===== src/verilog/unpack_pkg.sv =====
`default_nettype none

package unpack_pkg;

    // Stream geometry
    localparam int PHIT_BITS     = 128;
    localparam int PHIT_BYTES    = PHIT_BITS / 8;
    localparam int HDR_BYTES     = 4;
    localparam int SIMD_LANES    = 4;
    localparam int FLOAT_BITS    = 32;
    localparam int FLOAT_BYTES   = FLOAT_BITS / 8;
    localparam int TAIL_BYTES    = PHIT_BYTES - HDR_BYTES;
    localparam int TAIL_LANES    = TAIL_BYTES / FLOAT_BYTES;

    // Lane buffering and flow control
    localparam int LANE_DEPTH    = 8;
    localparam int LANE_CREDITS  = 4;
    localparam int LANE_PTR_BITS = $clog2(LANE_DEPTH);
    localparam int LANE_CNT_BITS = $clog2(LANE_DEPTH + 1);
    localparam int CREDIT_BITS   = $clog2(LANE_CREDITS + 1);
    localparam int WR_CNT_BITS   = $clog2(SIMD_LANES + 1);

    // Header fields
    localparam int KIND_BITS      = 4;
    localparam int STREAM_ID_BITS = 12;
    localparam int COUNT_BITS     = 16;

    localparam logic [KIND_BITS-1:0] HDR_KIND_DATA = 4'h1;
    localparam logic [KIND_BITS-1:0] HDR_KIND_CFG  = 4'h2;

    // Packet controller states
    localparam logic [1:0] ST_IDLE    = 2'd0;
    localparam logic [1:0] ST_HEADER  = 2'd1;
    localparam logic [1:0] ST_PAYLOAD = 2'd2;
    localparam logic [1:0] ST_FLUSH   = 2'd3;

    typedef struct packed {
        logic [KIND_BITS-1:0]      kind;
        logic [STREAM_ID_BITS-1:0] stream_id;
        logic [COUNT_BITS-1:0]     word_count;
    } data_hdr_t;

    typedef struct packed {
        logic [KIND_BITS-1:0]                         kind;
        logic [FLOAT_BITS-KIND_BITS-SIMD_LANES-1:0]   reserved;
        logic [SIMD_LANES-1:0]                        lane_enable;
    } cfg_hdr_t;

    // Kind sits in the top nibble of both views
    typedef union packed {
        data_hdr_t data;
        cfg_hdr_t  cfg;
    } hdr_word_u;

    typedef logic [FLOAT_BITS-1:0] lane_word_t;

endpackage

`default_nettype wire


===== src/verilog/packet_ctrl.sv =====
`timescale 1ns/100ps
`default_nettype none

module packet_ctrl import unpack_pkg::*; (
    input  logic                      clk,
    input  logic                      rst,
    input  logic                      in_valid,
    input  logic                      in_last,
    input  hdr_word_u                 in_data_low,
    input  logic [SIMD_LANES-1:0]     lane_full,
    output logic                      in_ready,
    output logic                      beat_take,
    output logic                      beat_is_hdr,
    output logic                      flush_take,
    input  logic                      flush_needed,
    output logic [SIMD_LANES-1:0]     lane_enable,
    input  logic [WR_CNT_BITS-1:0]    words_written,
    output logic [STREAM_ID_BITS-1:0] hdr_stream_id,
    output logic                      hdr_strobe,
    output logic                      length_err
);

    logic [1:0]            state;
    logic                  ready_en;
    logic                  drop_pkt;
    logic [COUNT_BITS-1:0] expected;
    logic [COUNT_BITS-1:0] float_count;
    logic [COUNT_BITS-1:0] final_count;
    logic                  any_full;
    logic                  accept;
    logic                  hdr_accept;
    logic                  in_body;
    logic                  is_data;
    logic                  is_cfg;

    assign any_full = |lane_full;
    assign in_ready = ready_en && !any_full && (state != ST_FLUSH);
    assign accept   = in_valid && in_ready;

    assign is_data = (in_data_low.data.kind == HDR_KIND_DATA);
    assign is_cfg  = (in_data_low.cfg.kind == HDR_KIND_CFG);

    // First beat of a packet; a beat that is also last is dropped
    assign hdr_accept  = accept && (state == ST_IDLE) && !in_last;
    assign in_body     = (state == ST_HEADER) || (state == ST_PAYLOAD);
    assign beat_is_hdr = hdr_accept && is_data;
    assign beat_take   = beat_is_hdr || (accept && in_body && !drop_pkt);

    // Tail goes out alone, once the lanes have room
    assign flush_take = (state == ST_FLUSH) && flush_needed && !any_full;

    assign final_count = float_count + COUNT_BITS'(words_written);

    always_ff @(posedge clk) begin
        if (rst) begin
            state       <= ST_IDLE;
            ready_en    <= 1'b0;
            drop_pkt    <= 1'b0;
            lane_enable <= '1;
            hdr_strobe  <= 1'b0;
            length_err  <= 1'b0;
            float_count <= '0;
        end else begin
            ready_en   <= 1'b1;
            hdr_strobe <= beat_is_hdr;
            case (state)
                ST_IDLE: begin
                    if (hdr_accept) begin
                        state       <= ST_HEADER;
                        drop_pkt    <= !is_data;
                        float_count <= '0;
                        if (is_cfg) begin
                            lane_enable <= in_data_low.cfg.lane_enable;
                        end
                    end
                end
                ST_HEADER, ST_PAYLOAD: begin
                    float_count <= final_count;
                    if (accept) begin
                        if (!in_last) begin
                            state <= ST_PAYLOAD;
                        end else if (drop_pkt) begin
                            // Config and unknown packets are not length checked
                            state <= ST_IDLE;
                        end else begin
                            state <= ST_FLUSH;
                        end
                    end
                end
                ST_FLUSH: begin
                    if (flush_take || !flush_needed) begin
                        state <= ST_IDLE;
                        if (final_count != expected) begin
                            length_err <= 1'b1;
                        end
                    end
                end
                default: begin
                    state <= ST_IDLE;
                end
            endcase
        end
    end

    // Data header fields
    always_ff @(posedge clk) begin
        if (beat_is_hdr) begin
            expected      <= in_data_low.data.word_count;
            hdr_stream_id <= in_data_low.data.stream_id;
        end
    end

endmodule

`default_nettype wire


===== src/verilog/payload_aligner.sv =====
`timescale 1ns/100ps
`default_nettype none

module payload_aligner import unpack_pkg::*; (
    input  logic                        clk,
    input  logic                        rst,
    input  logic [PHIT_BITS-1:0]        in_data,
    input  logic [PHIT_BYTES-1:0]       in_keep,
    input  logic                        beat_take,
    input  logic                        beat_is_hdr,
    input  logic                        flush_take,
    output lane_word_t [SIMD_LANES-1:0] lane_data,
    output logic [SIMD_LANES-1:0]       lane_keep,
    output logic                        word_strobe,
    output logic                        flush_needed
);

    // Upper bytes of the last accepted beat
    logic [TAIL_BYTES*8-1:0] tail_data;
    logic [TAIL_BYTES-1:0]   tail_keep;
    logic [TAIL_LANES-1:0]   tail_lane_kept;

    // Tail plus the first float of the current beat
    logic [PHIT_BITS-1:0]    join_data;
    logic [PHIT_BYTES-1:0]   join_keep;
    logic [HDR_BYTES-1:0]    head_keep;

    always_ff @(posedge clk) begin
        if (rst) begin
            tail_keep <= '0;
        end else if (beat_take) begin
            tail_keep <= in_keep[PHIT_BYTES-1:HDR_BYTES];
        end else if (flush_take) begin
            tail_keep <= '0;
        end
    end

    always_ff @(posedge clk) begin
        if (beat_take) begin
            tail_data <= in_data[PHIT_BITS-1:HDR_BYTES*8];
        end
    end

    // During a flush the input beat is not part of the word
    assign head_keep = flush_take ? '0 : in_keep[HDR_BYTES-1:0];

    assign join_data = {in_data[HDR_BYTES*8-1:0], tail_data};
    assign join_keep = {head_keep, tail_keep};

    assign word_strobe = (beat_take && !beat_is_hdr) || flush_take;

    genvar i;
    generate
        for (i = 0; i < SIMD_LANES; i++) begin : g_lane
            assign lane_data[i] = join_data[i*FLOAT_BITS +: FLOAT_BITS];
            // Only whole floats count
            assign lane_keep[i] = &join_keep[i*FLOAT_BYTES +: FLOAT_BYTES];
        end

        for (i = 0; i < TAIL_LANES; i++) begin : g_tail
            assign tail_lane_kept[i] = &tail_keep[i*FLOAT_BYTES +: FLOAT_BYTES];
        end
    endgenerate

    assign flush_needed = |tail_lane_kept;

endmodule

`default_nettype wire


===== src/verilog/lane_fifo.sv =====
`timescale 1ns/100ps
`default_nettype none

module lane_fifo import unpack_pkg::*; (
    input  logic       clk,
    input  logic       rst,
    input  lane_word_t wr_data,
    input  logic       wr_en,
    output logic       full,
    output lane_word_t out_data,
    output logic       out_valid,
    input  logic       out_credit
);

    lane_word_t mem [LANE_DEPTH];

    logic [LANE_PTR_BITS-1:0] wr_ptr;
    logic [LANE_PTR_BITS-1:0] rd_ptr;
    logic [LANE_CNT_BITS-1:0] fill;
    logic [CREDIT_BITS-1:0]   credits;
    logic                     push;
    logic                     pop;

    assign full = (fill == LANE_CNT_BITS'(LANE_DEPTH));
    assign push = wr_en && !full;

    // One word per cycle while data and credit are both there
    assign pop = (fill != '0) && (credits != '0);

    always_ff @(posedge clk) begin
        if (push) begin
            mem[wr_ptr] <= wr_data;
        end
    end

    always_ff @(posedge clk) begin
        if (rst) begin
            wr_ptr <= '0;
            rd_ptr <= '0;
            fill   <= '0;
        end else begin
            if (push) begin
                if (wr_ptr == LANE_PTR_BITS'(LANE_DEPTH - 1)) begin
                    wr_ptr <= '0;
                end else begin
                    wr_ptr <= wr_ptr + 1'b1;
                end
            end
            if (pop) begin
                if (rd_ptr == LANE_PTR_BITS'(LANE_DEPTH - 1)) begin
                    rd_ptr <= '0;
                end else begin
                    rd_ptr <= rd_ptr + 1'b1;
                end
            end
            case ({push, pop})
                2'b10:   fill <= fill + 1'b1;
                2'b01:   fill <= fill - 1'b1;
                default: fill <= fill;
            endcase
        end
    end

    // Consumer returns a credit for each word it drains
    always_ff @(posedge clk) begin
        if (rst) begin
            credits <= CREDIT_BITS'(LANE_CREDITS);
        end else begin
            case ({pop, out_credit})
                2'b10:   credits <= credits - 1'b1;
                2'b01:   credits <= credits + 1'b1;
                default: credits <= credits;
            endcase
        end
    end

    always_ff @(posedge clk) begin
        if (rst) begin
            out_valid <= 1'b0;
        end else begin
            out_valid <= pop;
        end
    end

    always_ff @(posedge clk) begin
        if (pop) begin
            out_data <= mem[rd_ptr];
        end
    end

endmodule

`default_nettype wire


===== src/verilog/float_unpacker_top.sv =====
`timescale 1ns/100ps
`default_nettype none

module float_unpacker_top import unpack_pkg::*; (
    input  logic                        clk,
    input  logic                        rst,
    input  logic [PHIT_BITS-1:0]        in_data,
    input  logic [PHIT_BYTES-1:0]       in_keep,
    input  logic                        in_last,
    input  logic                        in_valid,
    output logic                        in_ready,
    output lane_word_t [SIMD_LANES-1:0] out_data,
    output logic [SIMD_LANES-1:0]       out_valid,
    input  logic [SIMD_LANES-1:0]       out_credit,
    output logic [STREAM_ID_BITS-1:0]   hdr_stream_id,
    output logic                        hdr_strobe,
    output logic                        length_err
);

    logic                        beat_take;
    logic                        beat_is_hdr;
    logic                        flush_take;
    logic                        flush_needed;
    logic                        word_strobe;
    lane_word_t [SIMD_LANES-1:0] lane_data;
    logic [SIMD_LANES-1:0]       lane_keep;
    logic [SIMD_LANES-1:0]       lane_enable;
    logic [SIMD_LANES-1:0]       lane_full;
    logic [SIMD_LANES-1:0]       lane_wr;
    logic [WR_CNT_BITS-1:0]      words_written;

    packet_ctrl i_packet_ctrl (
        .clk           (clk),
        .rst           (rst),
        .in_valid      (in_valid),
        .in_last       (in_last),
        .in_data_low   (in_data[HDR_BYTES*8-1:0]),
        .lane_full     (lane_full),
        .in_ready      (in_ready),
        .beat_take     (beat_take),
        .beat_is_hdr   (beat_is_hdr),
        .flush_take    (flush_take),
        .flush_needed  (flush_needed),
        .lane_enable   (lane_enable),
        .words_written (words_written),
        .hdr_stream_id (hdr_stream_id),
        .hdr_strobe    (hdr_strobe),
        .length_err    (length_err)
    );

    payload_aligner i_payload_aligner (
        .clk          (clk),
        .rst          (rst),
        .in_data      (in_data),
        .in_keep      (in_keep),
        .beat_take    (beat_take),
        .beat_is_hdr  (beat_is_hdr),
        .flush_take   (flush_take),
        .lane_data    (lane_data),
        .lane_keep    (lane_keep),
        .word_strobe  (word_strobe),
        .flush_needed (flush_needed)
    );

    genvar i;
    generate
        for (i = 0; i < SIMD_LANES; i++) begin : g_lane
            assign lane_wr[i] = word_strobe && lane_keep[i] && lane_enable[i];

            lane_fifo i_lane_fifo (
                .clk        (clk),
                .rst        (rst),
                .wr_data    (lane_data[i]),
                .wr_en      (lane_wr[i]),
                .full       (lane_full[i]),
                .out_data   (out_data[i]),
                .out_valid  (out_valid[i]),
                .out_credit (out_credit[i])
            );
        end
    endgenerate

    // Floats written this cycle, for the length check
    always_comb begin
        words_written = '0;
        for (int n = 0; n < SIMD_LANES; n++) begin
            words_written = words_written + WR_CNT_BITS'(lane_wr[n]);
        end
    end

endmodule

`default_nettype wire


===== config.mk =====
export PLATFORM = sky130hd
export DESIGN_NAME = float_unpacker_top
export DESIGN_NICKNAME = d
export VERILOG_FILES = /design/src/verilog/unpack_pkg.sv /design/src/verilog/packet_ctrl.sv /design/src/verilog/payload_aligner.sv /design/src/verilog/lane_fifo.sv /design/src/verilog/float_unpacker_top.sv
export SDC_FILE = /design/constraint.sdc
export NUM_CORES = 2
export LEC_CHECK = 0
export ABC_AREA = 1
export ABC_CLOCK_PERIOD_IN_PS = 4700
export BUFFER_PORTS_ARGS = -buffer_cell sky130_fd_sc_hd__buf_2
export CAP_MARGIN = 5
export CORE_MARGIN = 2
export CORE_UTILIZATION = 31
export CTS_BUF_LIST = sky130_fd_sc_hd__clkbuf_8
export DETAILED_ROUTE_END_ITERATION = 12
export PLACE_DENSITY_LB_ADDON = 0.3
export SLEW_MARGIN = 25
export SYNTH_ARGS = -nofsm -noshare
export SYNTH_HDL_FRONTEND = slang
export SYNTH_SLANG_ARGS = --single-unit

===== constraint.sdc =====
create_clock -name clk -period 4.7 [get_ports clk]
set_clock_uncertainty 0.2 [all_clocks]
set_input_delay 0.705 -clock clk [delete_from_list [all_inputs] [get_ports clk]]
set_output_delay 0.705 -clock clk [all_outputs]
set_load 0.02 [all_outputs]

==> metrics.md <==
| Metric | Value |
|---|---|
| Status | `completed` |
| Die area | `173000 µm²` |
| Register bit total from synthesis | `1370` |
| Largest net degree at the start of global routing | `85` |
| Hold Path Stages | `2` |
| Cts bufs inserted | `229` |
| Max IR drop VDD | `0.330 mV` |
| Crit-path cells | `inv_2, nand4_2, nand2_2, nor2_4, nand3_2, nor2_1, o211ai_1, nand2_2, nand2_1, fa_1, inv_1, fa_1, inv_1, fa_1, xor2_1, nand2_1, nor2_1, nand3_1, nor2_1, nand3_1, nor2_1, nand3_1, nand2_1, a21oi_1` |
| Reg2reg path depth | `24` |
| Crit path max fanout | `4` |
| Worst R2R Setup Slack | `0.55 ns` |
| Crit path DAT | `4.73 ns` |
| HPWL Detailed | `70200 µm` |
| Min-delay worst type | `in -> reg` |
| Final setup violation count | `0` |
| Async SR Flop Fraction | `0%` |
| Slowest CP cell | `fa_1` |
| Post-layout util | `36.9%` |
| First-iteration detailed-routing DRC count | `2347` |
| Setup WS pre-CTS | `0.177 ns` |
| Hold buffers post-CTS | `146` |
| Total wire length | `131000 µm` |
| Routed Antenna Nets | `0` |
| Crit path largest cell delay | `0.50 ns` |
| Post-CTS Setup Bufs | `0` |
| Area post-placement | `56800 µm²` |
| Kind of critical path | `reg -> reg` |
| Max Slew Vio Count | `0` |
| Placed Instances | `6346` |
| Share of cells above drive strength 1 | `16.2%` |
| CP Capture Type | `flop` |
| EDFF count, synth | `1276` |
| Min cycle time layout | `4.15 ns` |
| Rel. slew slack | `30.6%` |
| Gr usage total | `14.9%` |
| Fmax | `0.241 GHz` |
| GPL Wtd Cong | `0.761` |
| Final std cells w/o fill | `6911` |
| Post-cts sizing count | `0` |
| Input/output buffers | `298` |
| Cell variety after synth | `49` |
| Cell area after synthesis | `52500 µm²` |
| Drt pass-1 iters | `5` |
| Total vias in the final route | `32500` |
| PnR worst setup slack | `0.547 ns` |
| Hold Vio Cnt, Final | `0` |
| Nets | `4704` |
| Skew-Pair Late Insertion Delay | `0.97 ns` |
| Core Area | `169000 µm²` |
| Top Ports | `299` |
| Clock net sink count | `1370` |
| CTS tree | `yes` |
| Area delta synth->final | `18.8%` |
| Post-Syn Instances | `3963` |
| Post-synth top flop | `edfxtp_1` |
| DRC | `0` |
| Hold Slack | `0.137 ns` |
| Final Cycle Share | `88.4%` |
| CP required | `5.28 ns` |
| Clock Path Buffers | `3` |
| Max Cap Viol | `0` |
| CP Launch Type | `flop` |
| PD cells | `523 nW/µm²` |
| Vias in the first global route | `32100` |
| H-tree depth | `4` |
| Finished Cell Area | `62400 µm²` |
| Vias per cell | `4.71` |
| Mean post-synth cell area | `13.2 µm²` |
| Die X | `416 µm` |
| Initial antenna violation count | `4` |
| WL/cell | `19.0 µm` |
| Post-synth net total | `4162` |
| Row count | `151` |
| CTS root buf | `clkbuf_8` |
| Die Ht | `416 µm` |
| RSZ-0062 raised after global routing | `false` |
| YS warnings | `0` |
| Sequential area share after synthesis | `76.6%` |
| GRT overflow | `0` |
| Pleak | `21.5 nW` |
| First-pass GRT wire length | `197000 µm` |
| Worst-margin pin slew | `1.04 ns` |
| Most frequent CP cell | `nor2_1` |
| Worst-path clk slew | `0.06 ns` |
| Effective utilization at floorplan | `31.1%` |
[final cells by class]
cell class / instances / area (µm²)
Antenna cell: 5 / 12.5
Clock buffer: 232 / 3190
Clock inverter: 182 / 913
Fill cell: 16200 / 107000
Inverter: 122 / 468
Multi-Input combinational cell: 2254 / 11200
Sequential cell: 1370 / 40200
Tap cell: 2218 / 2780
Timing Repair Buffer: 528 / 3630
[power breakdown]
group | switching [mW] | total [mW] | internal [mW]
Clock | 4.84 | 9.60 | 4.76
Sequential | 0.736 | 15.4 | 14.6
Combinational | 5.36 | 7.66 | 2.30
Total | 10.9 | 32.6 | 21.7
[cells in the final DEF, fill, tap and decap left out, drive strengths merged, types with 3 or more instances in the layout]
cell type	Yosys	layout
a211oi	5	5
a21oi	76	76
a22oi	4	4
a31oi	128	128
buf	54	382
bufinv	0	3
clkbuf	163	232
clkinv	3	81
clkinvlp	0	4
dfxtp	94	94
diode	0	5
dlygate4sd3	0	146
edfxtp	1276	1276
fa	11	11
ha	36	36
inv	119	216
nand2	174	174
nand3	47	47
nand3b	12	12
nand4	40	40
nor2	1006	1006
nor3	17	17
nor4	3	3
o21ai	551	551
o21bai	3	3
o22ai	129	129
xnor2	6	6
[synthesized netlist by cell type, types with 4 or more instances]
| cell | instances | area [µm²] |
|---|---|---|
| a31oi_1 | 128 | 801 |
| nand2_1 | 156 | 586 |
| clkbuf_1 | 163 | 612 |
| fa_1 | 11 | 220 |
| nand2_2 | 13 | 81.3 |
| buf_4 | 5 | 37.5 |
| nand3_2 | 5 | 50.1 |
| inv_2 | 10 | 37.5 |
| xnor2_1 | 6 | 52.6 |
| edfxtp_1 | 1276 | 38300 |
| a21oi_1 | 67 | 335 |
| ha_1 | 36 | 450 |
| buf_2 | 21 | 105 |
| buf_1 | 24 | 90.1 |
| o21ai_0 | 550 | 2750 |
| a22oi_1 | 4 | 30.0 |
| nand3_1 | 41 | 205 |
| nand3b_1 | 12 | 90.1 |
| o22ai_1 | 129 | 807 |
| a21oi_2 | 9 | 78.8 |
| nor3_1 | 15 | 75.1 |
| nand2_4 | 4 | 45.0 |
| nor2_1 | 1001 | 3760 |
| a211oi_1 | 5 | 37.5 |
| nand4_1 | 37 | 231 |
| dfxtp_1 | 94 | 1880 |
| inv_1 | 108 | 405 |
[path summary, 6_finish.rpt]
path / startpoint / to
worst min-delay path: rst / i_packet_ctrl.ready_en
worst max-delay path: g_lane[2].i_lane_fifo.fill[1] / i_packet_ctrl.length_err
worst min register to register: i_packet_ctrl.lane_enable[0] / i_packet_ctrl.lane_enable[0]
worst max register to register: g_lane[2].i_lane_fifo.fill[1] / i_packet_ctrl.length_err
[worst max-delay path: cells and delay by family (launching register included)]
kind / cells / cell delay (ns)
AND/OR/NAND/NOR: 15 / 1.49
adder cells (fa/ha/maj): 3 / 1.39
flip-flops: 1 / 0.36
buffers and inverters: 3 / 0.21
XOR/XNOR: 1 / 0.17
AO/OA/AOI/OAI: 2 / 0.16
[through the flow]
stage	TNS (ns)	power, mW
6_report	0	32.6
5_1_grt	0	34.5
4_1_cts	0	33.2
3_5_place_dp	0	23.3
3_3_place_gp	0	23.2
2_1_floorplan	-19.73	20.5
[flip-flops by register name, summed over array words and instances, names as in the netlist]
name / cells
g_lane.i_lane_fifo.mem: 1024
i_packet_ctrl.state: 2
g_lane.i_lane_fifo.out_data: 128
i_packet_ctrl.float_count: 16
i_packet_ctrl.length_err: 1
g_lane.i_lane_fifo.fill: 16
g_lane.i_lane_fifo.out_valid: 4
i_packet_ctrl.lane_enable: 4
g_lane.i_lane_fifo.rd_ptr: 12
i_payload_aligner.tail_keep: 12
i_packet_ctrl.drop_pkt: 1
i_packet_ctrl.hdr_strobe: 1
i_packet_ctrl.expected: 16
i_packet_ctrl.hdr_stream_id: 12
g_lane.i_lane_fifo.credits: 12
g_lane.i_lane_fifo.wr_ptr: 12
i_payload_aligner.tail_data: 96
i_packet_ctrl.ready_en: 1
[kinds of logic after synthesis]
logic type / synth area share (%)
buf+inv: 2.59
simple gates: 10.1
fa+ha+maj: 1.28
compound gates: 9.31
xor+xnor: 0.117
flops: 76.6
[routing by layer]
metal | global-route usage, % | vias up | wire length, µm
met5 | 0 | - | 13
met4 | 6.10 | 2 | 3980
met3 | 2.65 | 204 | 5190
met2 | 25.1 | 669 | 65000
met1 | 18.8 | 16100 | 57200
li1 | - | 15500 | -
No activity file was read; power rests on OpenSTA's default activity.
